## config.mk

```make
export PLATFORM = sky130hd
export DESIGN_NAME = write_proxy
export DESIGN_NICKNAME = d
export VERILOG_FILES = /design/src/rtl/spbus_pkg.sv /design/src/rtl/write_proxy.sv
export VERILOG_INCLUDE_DIRS = /design/src /design/src/include
export SDC_FILE = /design/constraint.sdc
export NUM_CORES = 1
export LEC_CHECK = 0
export BUFFER_PORTS_ARGS = -buffer_cell sky130_fd_sc_hd__buf_4
export CORE_MARGIN = 3
export CORE_UTILIZATION = 22
export DETAILED_ROUTE_END_ITERATION = 12
export PLACE_DENSITY = 0.85
export SYNTH_ARGS = -nofsm -noshare
export SYNTH_HDL_FRONTEND = slang
export SYNTH_SLANG_ARGS = --single-unit
```

## constraint.sdc

```tcl
create_clock -name CLK -period 1.3 [get_ports CLK]
set_clock_uncertainty 0.1 [all_clocks]
set_input_delay 0.26 -clock CLK [delete_from_list [all_inputs] [get_ports CLK]]
set_output_delay 0.26 -clock CLK [all_outputs]
set_load 0.01 [all_outputs]
```

## src/include/spbus_defs.svh

```systemverilog
// ~~~~~~~~~~~~~~~~~~~~~~~~~~~~~~~~~~~~~~~~~~~~~~~~~~
// Bus widths, memory depth and memory latency
// ~~~~~~~~~~~~~~~~~~~~~~~~~~~~~~~~~~~~~~~~~~~~~~~~~~
`ifndef SPBUS_DEFS_SVH
`define SPBUS_DEFS_SVH

// Width of one data word on the beat bus
`define SP_DATA_W 32

// Word address width, enough to cover every memory word
`define SP_ADDR_W 8

// Transaction id width carried on commands and responses
`define SP_ID_W 4

// Number of words in the shared memory
`define MEM_DEPTH 256

// Cycles from command acceptance to response at the memory target
`define MEM_LAT 4

`endif

```

## src/rtl/spbus_pkg.sv

```systemverilog
// ~~~~~~~~~~~~~~~~~~~~~~~~~~~~~~~~~~~~~~~~~~~~~~~~~~
// Beat bus types: beat kinds, command and response beats
// ~~~~~~~~~~~~~~~~~~~~~~~~~~~~~~~~~~~~~~~~~~~~~~~~~~
`include "spbus_defs.svh"

package spbus_pkg;

    // Kind of a command beat
    // A write opens with WADDR and always closes with WLAST
    typedef enum logic [1:0] {
        KIND_READ  = 2'b00,
        KIND_WADDR = 2'b01,
        KIND_WDATA = 2'b10,
        KIND_WLAST = 2'b11
    } beat_kind_t;

    // Kind of a response beat
    // NONE marks an idle slot and is never handed to a master
    typedef enum logic [1:0] {
        RSP_NONE  = 2'b00,
        RSP_RDATA = 2'b01,
        RSP_WACK  = 2'b10
    } rsp_kind_t;

    // Command beat, 46 bits
    // Address is meaningful on READ and WADDR, data on WDATA and WLAST
    typedef struct packed {
        beat_kind_t             kind;
        logic [`SP_ID_W-1:0]    id;
        logic [`SP_ADDR_W-1:0]  addr;
        logic [`SP_DATA_W-1:0]  data;
    } sp_cmd_t;

    // Response beat, 38 bits
    typedef struct packed {
        rsp_kind_t              kind;
        logic [`SP_ID_W-1:0]    id;
        logic [`SP_DATA_W-1:0]  data;
    } sp_rsp_t;

endpackage

```

## src/rtl/write_proxy.sv

```systemverilog
// ~~~~~~~~~~~~~~~~~~~~~~~~~~~~~~~~~~~~~~~~~~~~~~~~~~
// Write proxy: early write acknowledge, downstream ack filter
// ~~~~~~~~~~~~~~~~~~~~~~~~~~~~~~~~~~~~~~~~~~~~~~~~~~
`include "spbus_defs.svh"

module write_proxy
    import spbus_pkg::*;
(
    input  logic    CLK,
    input  logic    rst,
    input  logic    up_cmd_valid,
    input  sp_cmd_t up_cmd,
    output logic    up_cmd_ready,
    output logic    up_rsp_valid,
    output sp_rsp_t up_rsp,
    input  logic    up_rsp_ready,
    output logic    dn_cmd_valid,
    output sp_cmd_t dn_cmd,
    input  logic    dn_cmd_ready,
    input  logic    dn_rsp_valid,
    input  sp_rsp_t dn_rsp,
    output logic    dn_rsp_ready
);

    // Id of the write currently being sent downstream
    logic [`SP_ID_W-1:0] wr_id;

    logic is_wlast;
    logic dn_rsp_busy;
    logic allow_last;
    logic local_ack;
    logic fwd_valid;

    assign is_wlast    = up_cmd_valid && (up_cmd.kind == KIND_WLAST);
    // Any real downstream response occupies the upstream response slot
    assign dn_rsp_busy = dn_rsp_valid && (dn_rsp.kind != RSP_NONE);
    // The last beat may only go when our ack has a free slot upstream
    assign allow_last  = up_rsp_ready && !dn_rsp_busy;

    // Command path is a straight pass except for the gated last beat
    assign dn_cmd       = up_cmd;
    assign dn_cmd_valid = is_wlast ? allow_last : up_cmd_valid;
    assign up_cmd_ready = is_wlast ? (dn_cmd_ready && allow_last) : dn_cmd_ready;

    // Local ack fires in the very cycle the last beat transfers
    assign local_ack = is_wlast && allow_last && dn_cmd_ready;

    // Only read data travels upward and memory acks end here
    assign fwd_valid    = dn_rsp_valid && (dn_rsp.kind == RSP_RDATA);
    assign up_rsp_valid = fwd_valid || local_ack;
    assign dn_rsp_ready = (dn_rsp.kind == RSP_RDATA) ? up_rsp_ready : 1'b1;

    always_comb begin
        if (local_ack) begin
            up_rsp.kind = RSP_WACK;
            up_rsp.id   = wr_id;
            up_rsp.data = '0;
        end else begin
            up_rsp = dn_rsp;
        end
    end

    // Capture the id as the address beat is taken
    always_ff @(posedge CLK) begin
        if (up_cmd_valid && up_cmd_ready && (up_cmd.kind == KIND_WADDR)) begin
            wr_id <= up_cmd.id;
        end
    end

    // Our ack and forwarded read data never share the upstream slot
    a_no_collide: assert property (@(posedge CLK) disable iff (rst)
        up_rsp_valid && (up_rsp.kind == RSP_WACK)
            |-> !(dn_rsp_valid && (dn_rsp.kind == RSP_RDATA)));

endmodule

```

==> Yosys cells after proc, flatten, opt, wreduce, memory -nomap -nowiden <==
Index checks and enable logic that the tools add are counted.
{ "word_totals": {"reg_bits": 4, "in_bits": 90, "wordCells": 20} }
{ "op_classes": {"n_eq_ne": 3, "mux": 4, "n_reduce_logical": 12} }
{ "op_table": {"columns": ["operator", "count"], "rows": [
  ["$mux 38", 1],
  ["$logic_and 1x1->1", 9],
  ["$eq 2x1->1 const B", 2],
  ["$mux 1", 3],
  ["$eq 2x2->1 const B", 1],
  ["$reduce_bool 2->1", 1],
  ["$logic_not 1->1", 1],
  ["$logic_or 1x1->1", 1]
]} }

==> Longest topological paths before layout <==
Gate-level depths: netlist of run 1.
{ "logic_depth": {"word_depth": 8, "ltp_mapped": 5} }

==> Worst setup path before layout of run 1 <==
OpenSTA, ideal clock, no wires.
{ "synth_path": {"path_type": "input-to-output", "startpoint": "in dn_rsp[37] in the netlist's numbering", "endpoint": "out up_rsp[32] in the netlist's numbering", "t_arrival_ps": 1010, "required_time_ps": 940, "setup_slack_ps": -70, "path_stages": 4, "path_cell_list": "o21ai_2 > nand4_4 > buf_6 > mux2_4"} }
{ "synth_rtl": {"columns": ["item", "line_no", "text"], "rows": [
  ["start, declared", "write_proxy.sv:21", "input sp_rsp_t dn_rsp,"],
  ["end, declared", "write_proxy.sv:15", "output sp_rsp_t up_rsp,"]
]} }

==> impl_metrics.env, run 1 <==
export IMPL_synth_top_cell_area_share_pct=40.1
export IMPL_wl_um=3390
export IMPL_grt_pass1_wl_um=4570
export IMPL_regMostFlops="wr_id"
export IMPL_postSynthAreaPerCell_um2=8.29
export IMPL_slowest_delay_ns=0.30
export IMPL_synthSimpleGateAreaFrac_pct=31.9
export IMPL_grt_ovfl_total=0
export IMPL_largest_reg_flops=4
export IMPL_gp_congestion=0.684
export IMPL_crit_type="primary input to output port"
export IMPL_max_cap_violations=0
export IMPL_synth_edff_count=4
export IMPL_yosysWarningCount=0
export IMPL_critical_path_max_fanout=7
export IMPL_core_area_mm2=0.00372
export IMPL_drtIter0Drc=22
export IMPL_synth_top_family_by_area="buffers and inverters"
export IMPL_dieArea_mm2=0.00471
export IMPL_final_cells=217
export IMPL_grt_start_max_net_pins=12
export IMPL_detail_route_wl_per_cell_um=15.6
export IMPL_largestRegisters="wr_id x4"
export IMPL_setup_viol=42
export IMPL_yosys_top_cells_area="buf_4 (40%), and2_1 (24%), edfxtp_1 (14%)"
export IMPL_finish_net_count=261
export IMPL_htree_levels=1
export IMPL_cts_root_buf="clkbuf_8"
export IMPL_startpoint="dn_rsp[37]"
export IMPL_required_ns=0.94
export IMPL_grtUsageMet2_pct=22.9
export IMPL_ir_worst_vdd_v=0.000615
export IMPL_ioPinCount=178
export IMPL_hp_class="primary input to register"
export IMPL_yosys_area_share_adder_pct=0
export IMPL_ys_flop_type="edfxtp_1"
export IMPL_syn_cell_area_um2=862
export IMPL_ys_ff_latch=4
export IMPL_dr_pass1_iters=4
export IMPL_synth_compound_area_share_pct=2.76
export IMPL_maxSlewViolCount=0
export IMPL_min_period_over_period_pct=126
export IMPL_final_layout_size_suffix_gt1_share_pct=94.1
export IMPL_finalHoldViolCount=0
export IMPL_cts_sinks=4
export IMPL_max_slew_margin_pct=75.7
export IMPL_yosysTopAreaCell="buf_4"
export IMPL_remaining_drc_errors=0
export IMPL_rsz0062_at_grt="yes"
export IMPL_final_cell_area_mm2=0.00178
export IMPL_hold_path_depth=1
export IMPL_antenna_found_initial=0
export IMPL_max_freq_mhz=613
export IMPL_status="finished with violations"
export IMPL_port_buffer_count=96
export IMPL_first_global_vias=964
export IMPL_clock_path_buffers=2
export IMPL_grt_usage_pct=13.2
export IMPL_synthTopCellsByCount="buf_4 (46), and2_1 (33), edfxtp_1 (4), mux2_4 (4)"
export IMPL_min_from="up_cmd[43]"
export IMPL_cp_end_kind="output port"
export IMPL_use_met3_pct=6.97
export IMPL_leakagePower_nw=0.931
export IMPL_pwr_density_cell_mw_per_mm2=529
export IMPL_async_flop_share_pct=0
export IMPL_startpoint_type="primary input"
export IMPL_placed_area_mm2=0.00137
export IMPL_setup_ws_ns=-0.332
export IMPL_synth_cell_type_count=17
export IMPL_syn_to_final_growth_pct=106
export IMPL_fin_crit_ns=1.63
export IMPL_cts_tree="yes"
export IMPL_num_antenna_cells=0
export IMPL_synth_xor_area_share_pct=0
export IMPL_path_cells="buf_8 > o21ai_4 > nand4_4 > buf_12 > mux2_4 > buf_6"
export IMPL_numCtsBuffers=3
export IMPL_drtAntennaViolNets=0
export IMPL_violations="negative setup slack"
export IMPL_syn_nets=194
export IMPL_initial_core_util_pct=23.2
export IMPL_cp_num_buf_inv=3
export IMPL_vias=909
export IMPL_routed_via_density=4.19
export IMPL_synth_seq_area_share_pct=13.9
export IMPL_synth_mux_area_share_pct=6.97
export IMPL_yosysMostFrequentCell="buf_4"
export IMPL_synth_cells=104
export IMPL_critPathArrivalTime_ns=1.27
export IMPL_gr_usage_met1_pct=11.8
export IMPL_holdWs_ns=0.129
export IMPL_die_x_um=68.6
export IMPL_tightestPinTransition_ns=0.364
export IMPL_fp_row_count=22
export IMPL_worstSetupEndpoint="up_rsp[35]"
export IMPL_path_delay_family="buffers and inverters"
export IMPL_die_h_um=68.6
export IMPL_dp_cells=205
export IMPL_slowest_stage="mux2_4"
export IMPL_clkTransAtPathRegs_ns=0.04
export IMPL_hpwl_um=2310
export IMPL_top_usage_layer="met2"
export IMPL_crit_cells=6
-- where the power goes --
part	switching (W)	internal (W)
Clock	0.0000746	0.000198
Sequential	0.00000121	0.000147
Combinational	0.000167	0.000350
-- area by class of cell --
cell class / instances / area [um^2]
clock buffer: 3 / 41.3
multi-input combinational: 48 / 474
sequential: 4 / 120
tap: 48 / 60.1
timing repair buffer: 112 / 1070
inverter: 2 / 7.51
fill: 318 / 1940
-- cell usage in the layout, fill, tap and decap left out, types with 2 or more instances in the layout --
cell	netlist	routed
inv_1	2	2
edfxtp_1	4	4
clkbuf_8	0	3
buf_6	2	33
clkbuf_16	0	2
mux2_4	4	4
buf_4	46	71
buf_8	0	2
buf_12	0	3
and2_4	0	33
-- cells by family (layout without fill, tap and decap cells) --
| group | after synthesis | after routing |
|---|---|---|
| AO/OA/AOI/OAI | 3 | 3 |
| buffers and inverters | 52 | 117 |
| flip-flops | 4 | 4 |
| multiplexers | 4 | 4 |
| AND/OR/NAND/NOR | 41 | 41 |
-- worst min path at each step --
stage                    endpoint  slack [ns]
4_1_cts        wr_id[2]$_DFFE_PP_        0.13
2_1_floorplan  wr_id[0]$_DFFE_PP_        0.26
6_report       wr_id[3]$_DFFE_PP_        0.13
3_3_place_gp   wr_id[3]$_DFFE_PP_        0.35
5_1_grt        wr_id[3]$_DFFE_PP_        0.12
3_5_place_dp   wr_id[0]$_DFFE_PP_        0.35
-- metal layers --
metal	up-vias	wire, um
li1	412	-
met5	-	0
met4	0	152
met3	24	480
met1	408	967
met2	65	1790
-- per-stage QoR --
step	utilization [%]	setup TNS (ns)	total power [W]	setup slack (ns)
floorplan	-	-0.200	0.000426	-0.0451
global placement	36.7	-13.03	0.000548	-0.356
detailed placement	36.7	-13.80	0.000552	-0.382
CTS	46.0	-10.88	0.000913	-0.305
global route	47.8	-12.79	0.000979	-0.351
finish	47.8	-11.98	0.000939	-0.332
-- timing repair --
action	4_1_cts	5_1_grt
endpoints found under the setup margin	42	42
pin swaps	6	23
gates cloned	1	2
buffers inserted	5	2
resized for setup	64	3
hold buffers	0	0
(Power assumes the default switching activity.)
==> run 2, diff against run 1 <==
Settings changed: PLACE_DENSITY 0.85 to 0.77.
==> run 2 against run 1 <==
  * The flow still finishes with violations (negative setup slack)
  * Hold slack improved by 0.0024 ns
  * Combinational power shrank 6.2%
  * Total power is 4.7% lower
  * Largest cell class unchanged
  * Highest routed layer unchanged
==> impl_metrics.env, run 2 (synthesis results as in run 1) <==
export IMPL_wl_um=3180
export IMPL_largestRegisters="wr_id x4"
export IMPL_dp_cells=206
export IMPL_finish_net_count=261
export IMPL_regMostFlops="wr_id"
export IMPL_netSwitchingFraction_pct=25.0
export IMPL_drtIter0Drc=12
export IMPL_critPathArrivalTime_ns=1.26
export IMPL_hold_buffers=0
export IMPL_remaining_drc_errors=0
export IMPL_gp_congestion=0.672
export IMPL_first_global_vias=918
export IMPL_max_slew_margin_pct=89.9
export IMPL_initial_core_util_pct=23.2
export IMPL_hpwl_um=2490
export IMPL_maxSlewViolCount=0
export IMPL_finalHoldViolCount=0
export IMPL_comb_power_share_pct=54.3
export IMPL_port_buffer_count=96
export IMPL_ioPinCount=178
export IMPL_grt_ovfl_total=0
export IMPL_min_to="wr_id[1]$_DFFE_PP_"
export IMPL_status="finished with violations"
export IMPL_placed_area_mm2=0.00137
export IMPL_startpoint_type="primary input"
export IMPL_numCtsBuffers=3
export IMPL_fp_row_count=22
export IMPL_cp_end_kind="output port"
export IMPL_cell_internal_pwr_w=0.000672
export IMPL_setup_ws_ns=-0.323
export IMPL_final_util_pct=46.3
export IMPL_largest_reg_flops=4
export IMPL_syn_to_final_growth_pct=99.7
export IMPL_detail_route_wl_per_cell_um=14.6
export IMPL_core_area_mm2=0.00372
export IMPL_final_common_cell="buf_4"
export IMPL_critical_path_max_fanout=9
export IMPL_num_antenna_cells=0
export IMPL_max_cap_violations=0
export IMPL_setup_viol=42
export IMPL_final_cells=217
export IMPL_antenna_found_initial=0
export IMPL_vias=903
export IMPL_drtAntennaViolNets=0
export IMPL_p_seq_share_pct=16.6
export IMPL_layout_common_cells="buf_4 (74), buf_6 (30), and2_4 (21)"
export IMPL_grt_start_max_net_pins=12
export IMPL_clkPwrFrac_pct=29.1
export IMPL_crit_type="primary input to output port"
export IMPL_leakagePower_nw=0.900
export IMPL_clock_path_buffers=2
export IMPL_tightestPinTransition_ns=0.150
export IMPL_htree_levels=1
export IMPL_dieArea_mm2=0.00471
export IMPL_rsz0062_at_grt="yes"
export IMPL_grt_usage_pct=11.5
export IMPL_routed_via_density=4.16
export IMPL_ir_worst_vdd_v=0.000578
export IMPL_die_h_um=68.6
export IMPL_power_switching_w=0.000223
export IMPL_final_layout_size_suffix_gt1_share_pct=86.4
export IMPL_clkTransAtPathRegs_ns=0.03
export IMPL_min_from="up_cmd[41]"
export IMPL_cts_tree="yes"
export IMPL_violations="negative setup slack"
export IMPL_hp_class="primary input to register"
export IMPL_fin_crit_ns=1.62
export IMPL_cts_root_buf="clkbuf_8"
export IMPL_die_x_um=68.6
export IMPL_cts_sinks=4
export IMPL_pwr_density_cell_mw_per_mm2=520
export IMPL_final_cell_area_mm2=0.00172
export IMPL_required_ns=0.94
export IMPL_grt_pass1_wl_um=4050
export IMPL_max_freq_mhz=616
export IMPL_dr_pass1_iters=4
export IMPL_hold_path_depth=1
export IMPL_min_period_over_period_pct=125
==> run 2: how the worst max path moves through the flow <==
stage / startpoint / to / depth (start not counted) / slack, ns
floorplan: dn_rsp[37] / up_rsp[32] / 4 / -0.05
global placement: dn_rsp[37] / up_rsp[27] / 6 / -0.37
detailed placement: dn_rsp[37] / up_rsp[27] / 6 / -0.39
CTS: dn_rsp[36] / up_rsp[34] / 6 / -0.30
global route: dn_rsp[36] / up_rsp[4] / 6 / -0.38
finish: dn_rsp[36] / up_rsp[35] / 6 / -0.32
==> run 2: cell type report <==
class	instances	area, um^2
clock buffers	3	41.3
fillers	348	1990
inverters	2	7.51
multi-input cells	48	432
flip-flops and latches	4	120
well taps	48	60.1
repair buffers	112	1060
==> run 2: timing repair <==
item,in CTS,in global routing
endpoints found under the setup margin,42,42
buffers inserted,5,1
gates cloned,1,2
resized for setup,39,11
pin swaps,6,10
==> run 2: power groups by stage <==
stage / clock network (W) / logic (W) / registers, W
floorplan: 0 / 0.000276 / 0.000150
global placement: 0 / 0.000401 / 0.000150
detailed placement: 0 / 0.000405 / 0.000150
CTS: 0.000259 / 0.000467 / 0.000149
global route: 0.000270 / 0.000516 / 0.000149
finish: 0.000260 / 0.000486 / 0.000149
==> run 2: critical path: stages <==
cell and delay (ns):
buf_8 0.10, o21ai_4 0.16, nand4_4 0.14, buf_12 0.18, mux2_4 0.30, buf_6 0.12
==> run 2: routing by layer <==
| metal | up-vias | GRT usage [%] | wire, um |
|---|---|---|---|
| met4 | 0 | 8.44 | 158 |
| met2 | 79 | 21.0 | 1720 |
| met1 | 389 | 10.6 | 928 |
| met3 | 24 | 3.57 | 369 |
| li1 | 411 | - | - |
| met5 | - | 0 | 0 |
==> run 2: stage by stage <==
stage / hold slack (ns) / total power [W] / TNS, ns / worst slack (ns)
after floorplan: 0.259 / 0.000426 / -0.200 / -0.0451
after global routing: 0.130 / 0.000936 / -13.55 / -0.375
after detailed placement: 0.351 / 0.000556 / -14.04 / -0.387
after CTS: 0.130 / 0.000876 / -10.62 / -0.302
after global placement: 0.350 / 0.000550 / -13.09 / -0.369
final: 0.132 / 0.000895 / -11.28 / -0.323
