==> src/include/spbus_defs.svh <==
// ~~~~~~~~~~~~~~~~~~~~~~~~~~~~~~~~~~~~~~~~~~~~~~~~~~
// Bus widths, memory depth and memory latency
// ~~~~~~~~~~~~~~~~~~~~~~~~~~~~~~~~~~~~~~~~~~~~~~~~~~
`ifndef SPBUS_DEFS_SVH
`define SPBUS_DEFS_SVH

// Width of one data word on the beat bus
`define SP_DATA_W 32

// Word address width, enough to cover every memory word
`define SP_ADDR_W 8

// Transaction id width carried on commands and responses
`define SP_ID_W 4

// Number of words in the shared memory
`define MEM_DEPTH 256

// Cycles from command acceptance to response at the memory target
`define MEM_LAT 4

`endif

==> src/rtl/spbus_pkg.sv <==
// ~~~~~~~~~~~~~~~~~~~~~~~~~~~~~~~~~~~~~~~~~~~~~~~~~~
// Beat bus types: beat kinds, command and response beats
// ~~~~~~~~~~~~~~~~~~~~~~~~~~~~~~~~~~~~~~~~~~~~~~~~~~
`include "spbus_defs.svh"

package spbus_pkg;

    // Kind of a command beat
    // A write opens with WADDR and always closes with WLAST
    typedef enum logic [1:0] {
        KIND_READ  = 2'b00,
        KIND_WADDR = 2'b01,
        KIND_WDATA = 2'b10,
        KIND_WLAST = 2'b11
    } beat_kind_t;

    // Kind of a response beat
    // NONE marks an idle slot and is never handed to a master
    typedef enum logic [1:0] {
        RSP_NONE  = 2'b00,
        RSP_RDATA = 2'b01,
        RSP_WACK  = 2'b10
    } rsp_kind_t;

    // Command beat, 46 bits
    // Address is meaningful on READ and WADDR, data on WDATA and WLAST
    typedef struct packed {
        beat_kind_t             kind;
        logic [`SP_ID_W-1:0]    id;
        logic [`SP_ADDR_W-1:0]  addr;
        logic [`SP_DATA_W-1:0]  data;
    } sp_cmd_t;

    // Response beat, 38 bits
    typedef struct packed {
        rsp_kind_t              kind;
        logic [`SP_ID_W-1:0]    id;
        logic [`SP_DATA_W-1:0]  data;
    } sp_rsp_t;

endpackage

==> src/rtl/stream_slice.sv <==
// ~~~~~~~~~~~~~~~~~~~~~~~~~~~~~~~~~~~~~~~~~~~~~~~~~~
// One-deep registered valid/ready slice
// ~~~~~~~~~~~~~~~~~~~~~~~~~~~~~~~~~~~~~~~~~~~~~~~~~~
module stream_slice
    import spbus_pkg::*;
#(
    parameter type payload_t = sp_cmd_t
) (
    input  logic     CLK,
    input  logic     rst,
    input  logic     in_valid,
    input  payload_t in_data,
    output logic     in_ready,
    output logic     out_valid,
    output payload_t out_data,
    input  logic     out_ready
);

    // Goes high one cycle after reset drops and keeps ready low until then
    logic live_q;

    // Accept when the single entry is empty or leaves in this cycle
    assign in_ready = live_q && (!out_valid || out_ready);

    always_ff @(posedge CLK) begin
        if (rst) begin
            live_q    <= 1'b0;
            out_valid <= 1'b0;
        end else begin
            live_q <= 1'b1;
            // Whenever the entry can move, the new valid is whatever arrives
            if (in_ready) begin
                out_valid <= in_valid;
            end
        end
    end

    // Payload only loads on a transfer
    always_ff @(posedge CLK) begin
        if (in_valid && in_ready) begin
            out_data <= in_data;
        end
    end

    // A stalled beat must not change under the consumer
    a_hold_data: assert property (@(posedge CLK) disable iff (rst)
        out_valid && !out_ready |=> out_valid && $stable(out_data));

endmodule

==> config.mk <==
export PLATFORM = sky130hd
export DESIGN_NAME = stream_slice
export DESIGN_NICKNAME = d
export VERILOG_FILES = /design/src/rtl/spbus_pkg.sv /design/src/rtl/stream_slice.sv
export VERILOG_INCLUDE_DIRS = /design/src /design/src/include
export SDC_FILE = /design/constraint.sdc
export NUM_CORES = 1
export LEC_CHECK = 0
export BUFFER_PORTS_ARGS = -buffer_cell sky130_fd_sc_hd__clkbuf_2
export CAP_MARGIN = 20
export CORE_ASPECT_RATIO = 1.2
export CORE_MARGIN = 8
export CORE_UTILIZATION = 43
export CTS_CLUSTER_SIZE = 25
export DETAILED_ROUTE_END_ITERATION = 7
export PLACE_DENSITY = 0.82
export SLEW_MARGIN = 25
export SYNTH_ARGS = -nofsm -noshare
export SYNTH_HDL_FRONTEND = slang
export SYNTH_SLANG_ARGS = --single-unit
==> constraint.sdc <==
create_clock -name CLK -period 6.1 [get_ports CLK]
set_clock_uncertainty 0.05 [all_clocks]
set_input_delay 0 -clock CLK [delete_from_list [all_inputs] [get_ports CLK]]
set_output_delay 0 -clock CLK [all_outputs]
set_load 0.1 [all_outputs]
### Word level (Yosys, flattened, before mapping)

Index checks and enable logic that the tools add are counted.

* multiplexer cells: 1
* reduce and logical (&&, ||, !) cells: 4

Operators with widths (count)
* $logic_and A1 B1 Y1: 2
* $logic_not A1 Y1: 1
* $logic_or A1 B1 Y1: 1
* $mux W1: 1

* bits of input ports: 50
* register bits after elaboration: 48
* output and inout bits: 48
* word-level logic and storage cells: 11

### Longest topological paths before layout

Gate-level depths: netlist of run 1.

* depth after elaboration: 4
* depth in mapped cells: 2
* mapped depth without buffers: 2

### Worst setup path before layout of run 1

No wires, ideal clock.

* kind: reg2reg
* start point: register out_valid
* end point: register out_data[0] (netlist bit), enable pin
* path slack: 2.546 ns
* arrival: 3.039 ns
* clock period less this slack: 3.554 ns
* library setup time: 0.465 ns
* stages on the path, launching flop included: 2
* required time: 5.585 ns
* buffers on the path: 0
* cell sequence: dfxtp_1 -> a21oi_1

* cells in the longest elaborated chain, start to end: 4

Ends and longest elaborated chain
* start: declaration: RTL line stream_slice.sv:14 `output logic out_valid,`
* start signal: assignment: RTL line stream_slice.sv:33 `out_valid <= in_valid;`
* $logic_not A1 Y1: RTL line stream_slice.sv:23 `assign in_ready = live_q && (!out_valid || out_ready);`
* $logic_or A1 B1 Y1: RTL line stream_slice.sv:23
* $logic_and A1 B1 Y1: RTL line stream_slice.sv:23
* $logic_and A1 B1 Y1: RTL line stream_slice.sv:40 `if (in_valid && in_ready) begin`
* end signal: assignment: RTL line stream_slice.sv:41 `out_data <= in_data;`
* end: declaration: RTL line stream_slice.sv:15 `output payload_t out_data,`

No other way between the ends.
A chain may end at the register's enable or synchronous reset.

### Worst setup path in the final report of run 1

* start point: register live_q
* end point: register out_data[29] (netlist bit), enable pin

* cells in the longest elaborated chain, start to end: 2

Ends and longest elaborated chain
* start: declaration: RTL line stream_slice.sv:20 `logic live_q;`
* start signal: assignment: RTL line stream_slice.sv:27 `live_q <= 1'b0;`
* start signal: assignment: RTL line stream_slice.sv:30 `live_q <= 1'b1;`
* $logic_and A1 B1 Y1: RTL line stream_slice.sv:23
* $logic_and A1 B1 Y1: RTL line stream_slice.sv:40

No other way between the ends.

==> results of run 1 <==
[through the flow]
step                      worst slack, ns  hold slack (ns)
final                                4.53            0.363
after global routing                 4.47            0.358
after detailed placement             4.61            0.129
after floorplan                      2.55          0.00652
after global placement               4.68            0.118
after CTS                            4.58            0.350
[cells by family (layout without fill, tap and decap cells)]
logic type             Yosys count  in the layout  share of synthesized area, %
AOI/OAI and AO/OA                4              4                          2.14
and+or+nand+nor                  1              1                         0.256
DFF                             48             48                          97.1
buffers and inverters            2            157                         0.513
[final timing paths]
kind / startpoint / to / cells past startpoint
setup reg to reg: live_q / out_data[29] / 3
hold reg to reg: out_valid / out_data[34] / 2
hold / removal: in_data[36] / out_data[36] / 2
setup / recovery: live_q / out_data[29] / 3
[power breakdown]
| part | leakage [nW] | switching, W | internal, W |
|---|---|---|---|
| Combinational | 0.640 | 0.000123 | 0.0000411 |
| Clock | 0.0485 | 0.000106 | 0.0000821 |
| Sequential | 0.447 | 0.00000543 | 0.000378 |
[Yosys cell counts]
master / count / area share (%)
inv_1: 2 / 0.51
edfxtp_1: 46 / 94
a21oi_2: 1 / 0.60
a21bo_1: 1 / 0.68
nand2_1: 1 / 0.26
a21boi_0: 1 / 0.51
dfxtp_1: 2 / 2.7
a21oi_1: 1 / 0.34
[worst register-to-register path, cell delays in order (launching register included)]
cell and delay, ns:
dfxtp_1 0.39, nand2_1 0.15, a21oi_4 0.13, buf_4 0.48
[metal layers]
layer  wire (um)  part of all wire [%]  vias up  track usage [%]
met2        2540                    51       75             31.5
met4          78                   1.6        0             6.16
met1        1710                    35      523             16.5
met3         621                    13        9             10.7
met5           0                     0        -                0
li1            -                     -      521                -
[final cells by class]
type                       instances  area [um2]
sequential                        48        1420
timing repair buffer             147         983
fill                             175         713
clock buffer                       5        68.8
multi-input combinational          5        46.3
tap                               37        46.3
clock inverter                     3        22.5
inverter                           2        7.51
[state kept, by name (all words and copies together) (netlist names)]
register	flops
out_data	46
out_valid	1
live_q	1
[what timing repair did]
action,4_1_cts,5_1_grt
gates resized for setup,0,0
hold endpoints to repair,48,0
hold buffers,49,0
==> results by group, run 1 <==
Synth
  • #FFs+latches synth: between 40 and 50
  • Cell variety after synth: 8
  • Syn_nets: ~110
  • Syn Std Cell Area: ~0.0015 mm2
  • Avg Inst Size Synth: 26.6 um2
  • Seq/Total Area, Yosys: a little over nine tenths
  • Yosys Warn Count: 0
  • Post-Synthesis Cells: between 50 and 60

Status
  • Outcome: completed

Clocking
  • CTS H-tree lvls: 2
  • CTS clk-pin slew, worst paths: roughly 0.090 ns
  • Clk buf depth: 2
  • Total CTS buffers: 5
  • Sinks on Clock Net: between 40 and 50
  • Setup Buffers After CTS: 0
  • Clk Tree Root Cell: clkbuf_8
  • TritonCTS clock tree: yes
  • Later-pin clock latency in the skew report: 0.30 ns

Cells and area
  • Diode count: 0
  • Final core utilization: about four fifths
  • Most frequent cells in the layout: 97 x clkbuf_2, 49 x dlygate4sd3_1, 46 x edfxtp_1
  • Area growth, synth to finish: 77.4%
  • Most common cell after layout, fill and taps aside: clkbuf_2
  • Design area: around 0.0026 mm2
  • Share of cells above drive strength 1: between 50% and 60%
  • # nets final: between 200 and 300
  • Post-route insts no fill: ~250

Timing
  • Final setup vio count: 0
  • Max-slew headroom at the worst pin: between 60% and 70%
  • Setup TNS: 0 ns
  • Worst slew pin tran: around 0.58 ns
  • Final worst path period share: ~26%
  • Final Hold Fails: 0
  • Fmax: 636 MHz
  • Unrepaired setup endpoints after global routing: false
  • Post-route minimum period: 1.57 ns
  • Fin. max-slew vios: 0

Floorplan
  • Die X: slightly below 70 um
  • Initial Util: between 40% and 50%
  • Area of the die: ~0.0055 mm2
  • Top Ports: between 90 and 100
  • Total core area: 0.00331 mm2
  • Die height: 79.9 um
  • FP Rows: 23

Worst setup path
  • Crit end category: flip-flop
  • CP cell instances: nand2_1 -> a21oi_4 -> buf_4
  • CP Data Arrival Time: roughly 1.5 ns
  • Crit path kind: flip-flop to flip-flop
  • Crit path max-delay cell type: buf_4
  • WP buf/inv: 1
  • WP data required: between 5 and 6 ns
  • Setup slack, reg-to-reg: ~4.5 ns
  • Critical path startpoint category: flip-flop
  • CP delay by family, top: buffers and inverters
  • Worst Path Max Fanout: 46
  • Worst path max stage delay: roughly 0.48 ns

Global routing
  • GRT Total Usage: about 18%
  • GRT Residual Overflow: 0
  • Initial antenna violation count: 0
  • Number of global-route vias before repair: 1326
  • Global-route wire length before repair: approximately 7.4 mm
  • Largest net degree at the start of global routing: between 40 and 50

Job
  • Maxcap violations: 0

Placement
  • Port-buffer cells: slightly below 100
  • HPWL Detailed: between 2 and 3 mm
  • DP Area: between 0.002 and 0.0025 mm2
  • Final GP Congestion: about 0.73
  • Dpl cells: 190

Detailed routing
  • Post-DR vias/cell: around 4.6
  • DRC: 0
  • Via Count: between 1000 and 1500
  • Router iterations before antenna repair: 4
  • Routed WL per cell: 20.1 um
  • Initial DRC Count: 70
  • Routed wire length: ~5.0 mm
  • ANT nets after route: 0

Worst hold path
  • Worst hold path class: input pin to flip-flop

Power
  • Power Density: roughly 280 mW/mm2
  • Total power: ~0.00074 W
  • Max IR drop VDD: approximately 0.00025 V
  • Leakage: approximately 1.1 nW
Power figures use the tool's default switching activity.
==> run 2, diff against run 1 <==
--- a/config.mk
+++ b/config.mk
@@ -10,10 +10,10 @@
 export CAP_MARGIN = 20
 export CORE_ASPECT_RATIO = 1.2
 export CORE_MARGIN = 8
-export CORE_UTILIZATION = 43
+export CORE_UTILIZATION = 40
 export CTS_CLUSTER_SIZE = 25
 export DETAILED_ROUTE_END_ITERATION = 7
-export PLACE_DENSITY = 0.82
+export PLACE_DENSITY = 0.77
 export SLEW_MARGIN = 25
 export SYNTH_ARGS = -nofsm -noshare
 export SYNTH_HDL_FRONTEND = slang
==> constraint.sdc (replaced) <==
create_clock -name CLK -period 1.6 [get_ports CLK]
set_clock_uncertainty 0.05 [all_clocks]
set_input_delay 0 -clock CLK [delete_from_list [all_inputs] [get_ports CLK]]
set_output_delay 0 -clock CLK [all_outputs]
set_load 0.1 [all_outputs]
==> results by group, run 2 (synthesized netlist as in run 1, its figures left out) <==
Status
  • Outcome: completed (unchanged)

Worst setup path
  • Worst path max stage delay: 0.57 ns (was 0.48 ns)
  • Worst Path Max Fanout: 4 (was 46)
  • WP data required: 1.78 ns (was 5.99 ns)
  • CP Data Arrival Time: 1.59 ns (was 1.46 ns)
  • R2r worst-path depth: 3 (unchanged)
  • Critical path startpoint category: flip-flop (unchanged)
  • Crit path max-delay cell type: dlygate4sd3_1 (was buf_4)
  • CP delay by family, top: buffers and inverters (unchanged)
  • CP cell instances: a21bo_1 -> a21oi_2 -> dlygate4sd3_1 (was nand2_1 -> a21oi_4 -> buf_4)
  • WP buf/inv: 1 (unchanged)
  • Stages on the worst setup path: 3 (unchanged)
  • Crit end category: flip-flop (unchanged)
  • Crit path kind: flip-flop to flip-flop (unchanged)

Timing
  • Setup WS post-layout: 0.185 ns (was 4.53 ns)
  • Post-route minimum period: 1.41 ns (was 1.57 ns)
  • Final setup vio count: 0 (unchanged)
  • Unrepaired setup endpoints after global routing: false (unchanged)
  • Worst slew pin tran: 0.566 ns (was 0.579 ns)
  • Max-slew headroom at the worst pin: 62.4% (was 61.6%)
  • Fmax: 707 MHz (was 636 MHz)
  • Worst Hold Slack: 0.274 ns (was 0.363 ns)
  • Final Hold Fails: 0 (unchanged)
  • Final worst path period share: 88.4% (was 25.8%)
  • Setup TNS: 0 ns (unchanged)
  • Fin. max-slew vios: 0 (unchanged)

Job
  • Maxcap violations: 0 (unchanged)

Power
  • Internal: 0.00191 W (was 0.000501 W)
  • Share of power burned in registers: 52.7% (was 52.1%)
  • Clk pwr share: 24.4% (was 25.5%)
  • Power Density: 1050 mW/mm2 (was 283 mW/mm2)
  • Switch Pwr: 0.000859 W (was 0.000234 W)
  • Leakage: 1.13 nW (was 1.14 nW)
  • Switching Fraction: 31.1% (was 31.8%)
  • Logic pwr share: 22.9% (was 22.3%)
  • Max IR drop VDD: 0.000744 V (was 0.000247 V)

Detailed routing
  • Via Count: 1150 (was 1128)
  • Routed wire length: 4.41 mm (was 4.96 mm)
  • ANT nets after route: 0 (unchanged)
  • Post-DR vias/cell: 4.60 (was 4.57)
  • DRC: 0 (unchanged)
  • Router iterations before antenna repair: 4 (unchanged)
  • Initial DRC Count: 40 (was 70)
  • Routed WL per cell: 17.6 um (was 20.1 um)

Cells and area
  • Most frequent cells in the layout: 97 x clkbuf_2, 48 x dlygate4sd3_1, 46 x edfxtp_1 (was 97 x clkbuf_2, 49 x dlygate4sd3_1, 46 x edfxtp_1)
  • Design area: 0.00263 mm2 (was 0.00260 mm2)
  • Share of cells above drive strength 1: 52.4% (was 51.4%)
  • Largest Register: out_data (unchanged)
  • Final core utilization: 73.5% (was 78.4%)
  • Area growth, synth to finish: 79.5% (was 77.4%)
  • Most common cell after layout, fill and taps aside: clkbuf_2 (unchanged)
  • Regs by FF count: out_data (46), live_q (1), out_valid (1) (unchanged)
  • # nets final: 259 (unchanged)
  • Max reg flops: 46 (unchanged)

Clocking
  • Setup Buffers After CTS: 0 (unchanged)
  • CTS H-tree lvls: 2 (unchanged)
  • Total CTS buffers: 5 (unchanged)
  • CTS clk-pin slew, worst paths: 0.08 ns (was 0.09 ns)
  • Sinks on Clock Net: 48 (unchanged)
  • Clk Tree Root Cell: clkbuf_8 (unchanged)
  • TritonCTS clock tree: yes (unchanged)
  • Clk buf depth: 2 (unchanged)
  • Later-pin clock latency in the skew report: 0.29 ns (was 0.30 ns)

Worst hold path
  • Worst hold path class: input pin to flip-flop (unchanged)
  • Hold Path Depth: 4 (was 2)

Floorplan
  • Initial Util: 41.0% (was 44.2%)
  • Top Ports: 98 (unchanged)
  • Die height: 82.3 um (was 79.9 um)
  • Total core area: 0.00357 mm2 (was 0.00331 mm2)
  • Area of the die: 0.00586 mm2 (was 0.00554 mm2)
  • Die X: 71.2 um (was 69.3 um)
  • FP Rows: 24 (was 23)

Placement
  • Pre-CTS WS: 0.368 ns (was 4.61 ns)
  • DP Area: 0.00206 mm2 (was 0.00201 mm2)
  • Final GP Congestion: 0.670 (was 0.732)
  • Port-buffer cells: 97 (unchanged)

Global routing
  • Largest net degree at the start of global routing: 27 (was 47)
  • Number of global-route vias before repair: 1368 (was 1326)
  • GRT Total Usage: 15.7% (was 17.7%)
  • Global-route wire length before repair: 6.71 mm (was 7.45 mm)
  • Initial antenna violation count: 1 (was 0)
  • GRT Residual Overflow: 0 (unchanged)
==> run 2: cell count changes in the layout (fill, tap and decap cells not counted) <==
cell	before	now
a21boi_0	1	0
a21boi_2	0	1
buf_12	0	2
buf_4	1	0
clkinv_1	0	1
clkinv_2	1	0
clkinv_4	1	0
clkinvlp_4	0	2
dfxtp_1	2	1
dfxtp_4	0	1
diode_2	0	1
dlygate4sd3_1	49	48
inv_6	1	0
==> run 2: power by group through the flow <==
stage / combinational (W) / sequential [W] / clock (W)
after floorplan: 0.0000399 / 0.00185 / 0
after global placement: 0.000527 / 0.00148 / 0
after detailed placement: 0.000533 / 0.00148 / 0
after CTS: 0.000627 / 0.00146 / 0.000695
after global routing: 0.000652 / 0.00146 / 0.000733
final: 0.000632 / 0.00146 / 0.000675
==> run 2: metal layers <==
metal	wire length (um)	global-route usage [%]	up-vias
met5	0	0	-
met4	161	8.96	0
met3	533	9.06	16
met2	2500	30.8	77
met1	1220	11.2	533
li1	-	-	524
==> run 2: tightest hold or removal path: cells and delay by family <==
family / cells / cell delay, ns
and+or+nand+nor: 1 / 0.13
AOI/OAI and AO/OA: 1 / 0.07
buffers and inverters: 2 / 0.24
==> run 2: final timing paths <==
kind / startpoint / to / slack [ns]
setup / recovery: out_valid / out_valid / 0.19
hold / removal: in_valid / out_data[31] / 0.27
hold reg to reg: out_valid / out_data[31] / 0.75
setup reg to reg: out_valid / out_valid / 0.19
==> run 2: cell type report <==
type / instances / area, um2
Antenna cell: 1 / 2.50
Clock buffer: 5 / 68.8
Clock inverter: 3 / 18.8
Fill cell: 209 / 946
Inverter: 2 / 7.51
Multi-Input combinational cell: 5 / 50.0
Sequential cell: 48 / 1430
Tap cell: 39 / 48.8
Timing Repair Buffer: 147 / 1010
==> run 2: timing repair <==
action | CTS | global route
resized for setup | 0 | 0
hold buffers | 48 | 0
endpoints found under the hold margin | 48 | 0
==> run 2: per-stage QoR <==
stage | std cells | total power [W]
final | 250 | 0.00276
after global placement | 193 | 0.00201
after detailed placement | 193 | 0.00202
after floorplan | 55 | 0.00189
after CTS | 249 | 0.00278
after global routing | 250 | 0.00285
==> run 3, diff against run 2 <==
--- a/config.mk
+++ b/config.mk
@@ -11,9 +11,10 @@
 export CORE_ASPECT_RATIO = 1.2
 export CORE_MARGIN = 8
 export CORE_UTILIZATION = 40
+export CTS_CLUSTER_DIAMETER = 30
 export CTS_CLUSTER_SIZE = 25
 export DETAILED_ROUTE_END_ITERATION = 7
-export PLACE_DENSITY = 0.77
+export PLACE_DENSITY = 0.85
 export SLEW_MARGIN = 25
 export SYNTH_ARGS = -nofsm -noshare
 export SYNTH_HDL_FRONTEND = slang
==> results by group, run 3 (synthesized netlist as in run 1, its figures left out) <==
Placement
  • Port-buffer cells: 97 (unchanged)
  • Pre-CTS WS: 0.293 ns (was 0.368 ns)
  • Final GP Congestion: 0.702 (was 0.670)
  • HPWL Detailed: 2.78 mm
  • Dpl cells: 193 (unchanged)

Timing
  • Final worst path period share: 90.1% (was 88.4%)
  • Final setup vio count: 0 (unchanged)
  • Worst Hold Slack: 0.267 ns (was 0.274 ns)
  • Fin. max-slew vios: 0 (unchanged)
  • Unrepaired setup endpoints after global routing: false (unchanged)
  • Final Hold Fails: 0 (unchanged)
  • Post-route minimum period: 1.44 ns (was 1.41 ns)
  • Fmax: 693 MHz (was 707 MHz)
  • Setup WS post-layout: 0.158 ns (was 0.185 ns)
  • Max-slew headroom at the worst pin: 62.9% (was 62.4%)
  • Setup TNS: 0 ns (unchanged)
  • Worst slew pin tran: 0.559 ns (was 0.566 ns)

Floorplan
  • Area of the die: 0.00586 mm2 (unchanged)
  • FP Rows: 24 (unchanged)
  • Top Ports: 98 (unchanged)
  • Initial Util: 41.0% (unchanged)
  • Die X: 71.2 um (unchanged)
  • Die height: 82.3 um (unchanged)
  • Total core area: 0.00357 mm2 (unchanged)

Power
  • Max IR drop VDD: 0.000708 V (was 0.000744 V)
  • Power Density: 1120 mW/mm2 (was 1050 mW/mm2)
  • Leakage: 1.15 nW (was 1.13 nW)

Global routing
  • Number of global-route vias before repair: 1302 (was 1368)
  • Largest net degree at the start of global routing: 28 (was 27)
  • GRT Total Usage: 15.5% (was 15.7%)
  • Global-route wire length before repair: 6.80 mm (was 6.71 mm)
  • Initial antenna violation count: 0 (was 1)
  • GRT Residual Overflow: 0 (unchanged)

Clocking
  • CTS H-tree lvls: 2 (unchanged)
  • TritonCTS clock tree: yes (unchanged)
  • Sinks on Clock Net: 48 (unchanged)
  • Clk Tree Root Cell: clkbuf_8 (unchanged)
  • Total CTS buffers: 5 (unchanged)
  • Post-cts gate resize count: 0 (unchanged)
  • CTS clk-pin slew, worst paths: 0.09 ns (was 0.08 ns)
  • Clk buf depth: 2 (unchanged)
  • Setup Buffers After CTS: 0 (unchanged)
  • Later-pin clock latency in the skew report: 0.29 ns (about the same)
  • # hold bufs at CTS: 48 (unchanged)

Worst setup path
  • Worst Path Max Fanout: 4 (unchanged)
  • WP data required: 1.77 ns (was 1.78 ns)
  • CP Data Arrival Time: 1.62 ns (was 1.59 ns)
  • Crit path kind: flip-flop to flip-flop (unchanged)
  • Crit end category: flip-flop (unchanged)
  • R2r worst-path depth: 3 (unchanged)
  • Setup slack, reg-to-reg: 0.16 ns (was 0.19 ns)
  • Worst reg2reg path startpoint: out_valid (unchanged)
  • RR Endpoint: out_valid (unchanged)
  • Worst setup path startpoint: out_valid (unchanged)
  • Critical path startpoint category: flip-flop (unchanged)

Worst hold path
  • Worst Hold End: out_data[44] (was out_data[31])
  • Worst hold path class: input pin to flip-flop (unchanged)
  • Hold path start: in_valid (unchanged)
  • Hold Path Depth: 4 (unchanged)

Detailed routing
  • Routed WL per cell: 17.9 um (was 17.6 um)
  • Post-DR vias/cell: 4.43 (was 4.60)
  • ANT nets after route: 0 (unchanged)
  • Routed wire length: 4.47 mm (was 4.41 mm)
  • DRC: 0 (unchanged)
  • Via Count: 1104 (was 1150)
  • Router iterations before antenna repair: 3 (was 4)
  • Initial DRC Count: 47 (was 40)

Cells and area
  • Share of cells above drive strength 1: 52.9% (was 52.4%)
  • Post-route insts no fill: 249 (was 250)
  • Fillers: 210 (was 209)
  • FF+latch area: 0.00143 mm2 (unchanged)
  • Most common cell after layout, fill and taps aside: clkbuf_2 (unchanged)
  • Most frequent cells in the layout: 97 x clkbuf_2, 48 x dlygate4sd3_1, 46 x edfxtp_1 (unchanged)
  • Area growth, synth to finish: 80.8% (was 79.5%)
  • Multi-input logic area: 50.0 um2 (unchanged)
  • # nets final: 259 (unchanged)
  • Max reg flops: 46 (unchanged)
  • Diode count: 0 (was 1)
  • Final core utilization: 74.1% (was 73.5%)
  • Largest Register: out_data (unchanged)
  • Regs by FF count: out_data (46), live_q (1), out_valid (1) (unchanged)

Status
  • Outcome: completed (unchanged)

Job
  • Maxcap violations: 0 (unchanged)
==> run 3: cell types whose count changed in the layout (fill, tap and decap cells not counted) <==
cell        delta
buf_12         -1
clkinv_4       +1
clkinvlp_4     -2
clkbuf_8       +1
diode_2        -1
bufinv_16      +1
clkinv_1       -1
buf_4          +1
==> run 3: area by class of cell <==
| class | instances | area share (%) |
|---|---|---|
| clock inverters | 2 | 1.47 |
| repair buffers | 147 | 37.5 |
| clock buffers | 6 | 3.12 |
| flip-flops and latches | 48 | 53.9 |
| inverters | 2 | 0.284 |
| multi-input cells | 5 | 1.89 |
| well taps | 39 | 1.84 |
==> run 3: power by group <==
part           total, W  internal (W)  switching [W]
sequential      0.00146       0.00144      0.0000193
clock          0.000878      0.000511       0.000368
combinational  0.000626      0.000161       0.000465
total           0.00296       0.00211       0.000852
==> run 3: critical path, stage by stage, from the launching register on <==
cell	delay, ns
dfxtp_4	0.38
a21bo_1	0.22
a21oi_2	0.15
dlygate4sd3_1	0.57
==> run 3: how the worst max path moves through the flow <==
stage	end	slack, ns	cells past startpoint
after global routing	out_valid	0.12	3
after detailed placement	out_data[18]	0.29	3
after CTS	out_valid	0.22	3
final	out_valid	0.16	3
after global placement	out_data[1]	0.37	3
after floorplan	out_data[0]	-0.15	1
==> run 3: through the flow <==
| step | power [W] | area, um2 |
|---|---|---|
| after detailed placement | 0.00201 | 2040 |
| after CTS | 0.00298 | 2650 |
| after global routing | 0.00305 | 2650 |
| final | 0.00296 | 2650 |
| after global placement | 0.00200 | 2040 |
| after floorplan | 0.00189 | 1480 |
==> run 3: routing by layer <==
layer	vias up	global-route usage, %	share of wire (%)
li1	520	-	-
met1	510	13.5	34
met2	70	28.8	52
met3	4	9.66	13
met4	0	4.58	1.0
met5	-	0	0
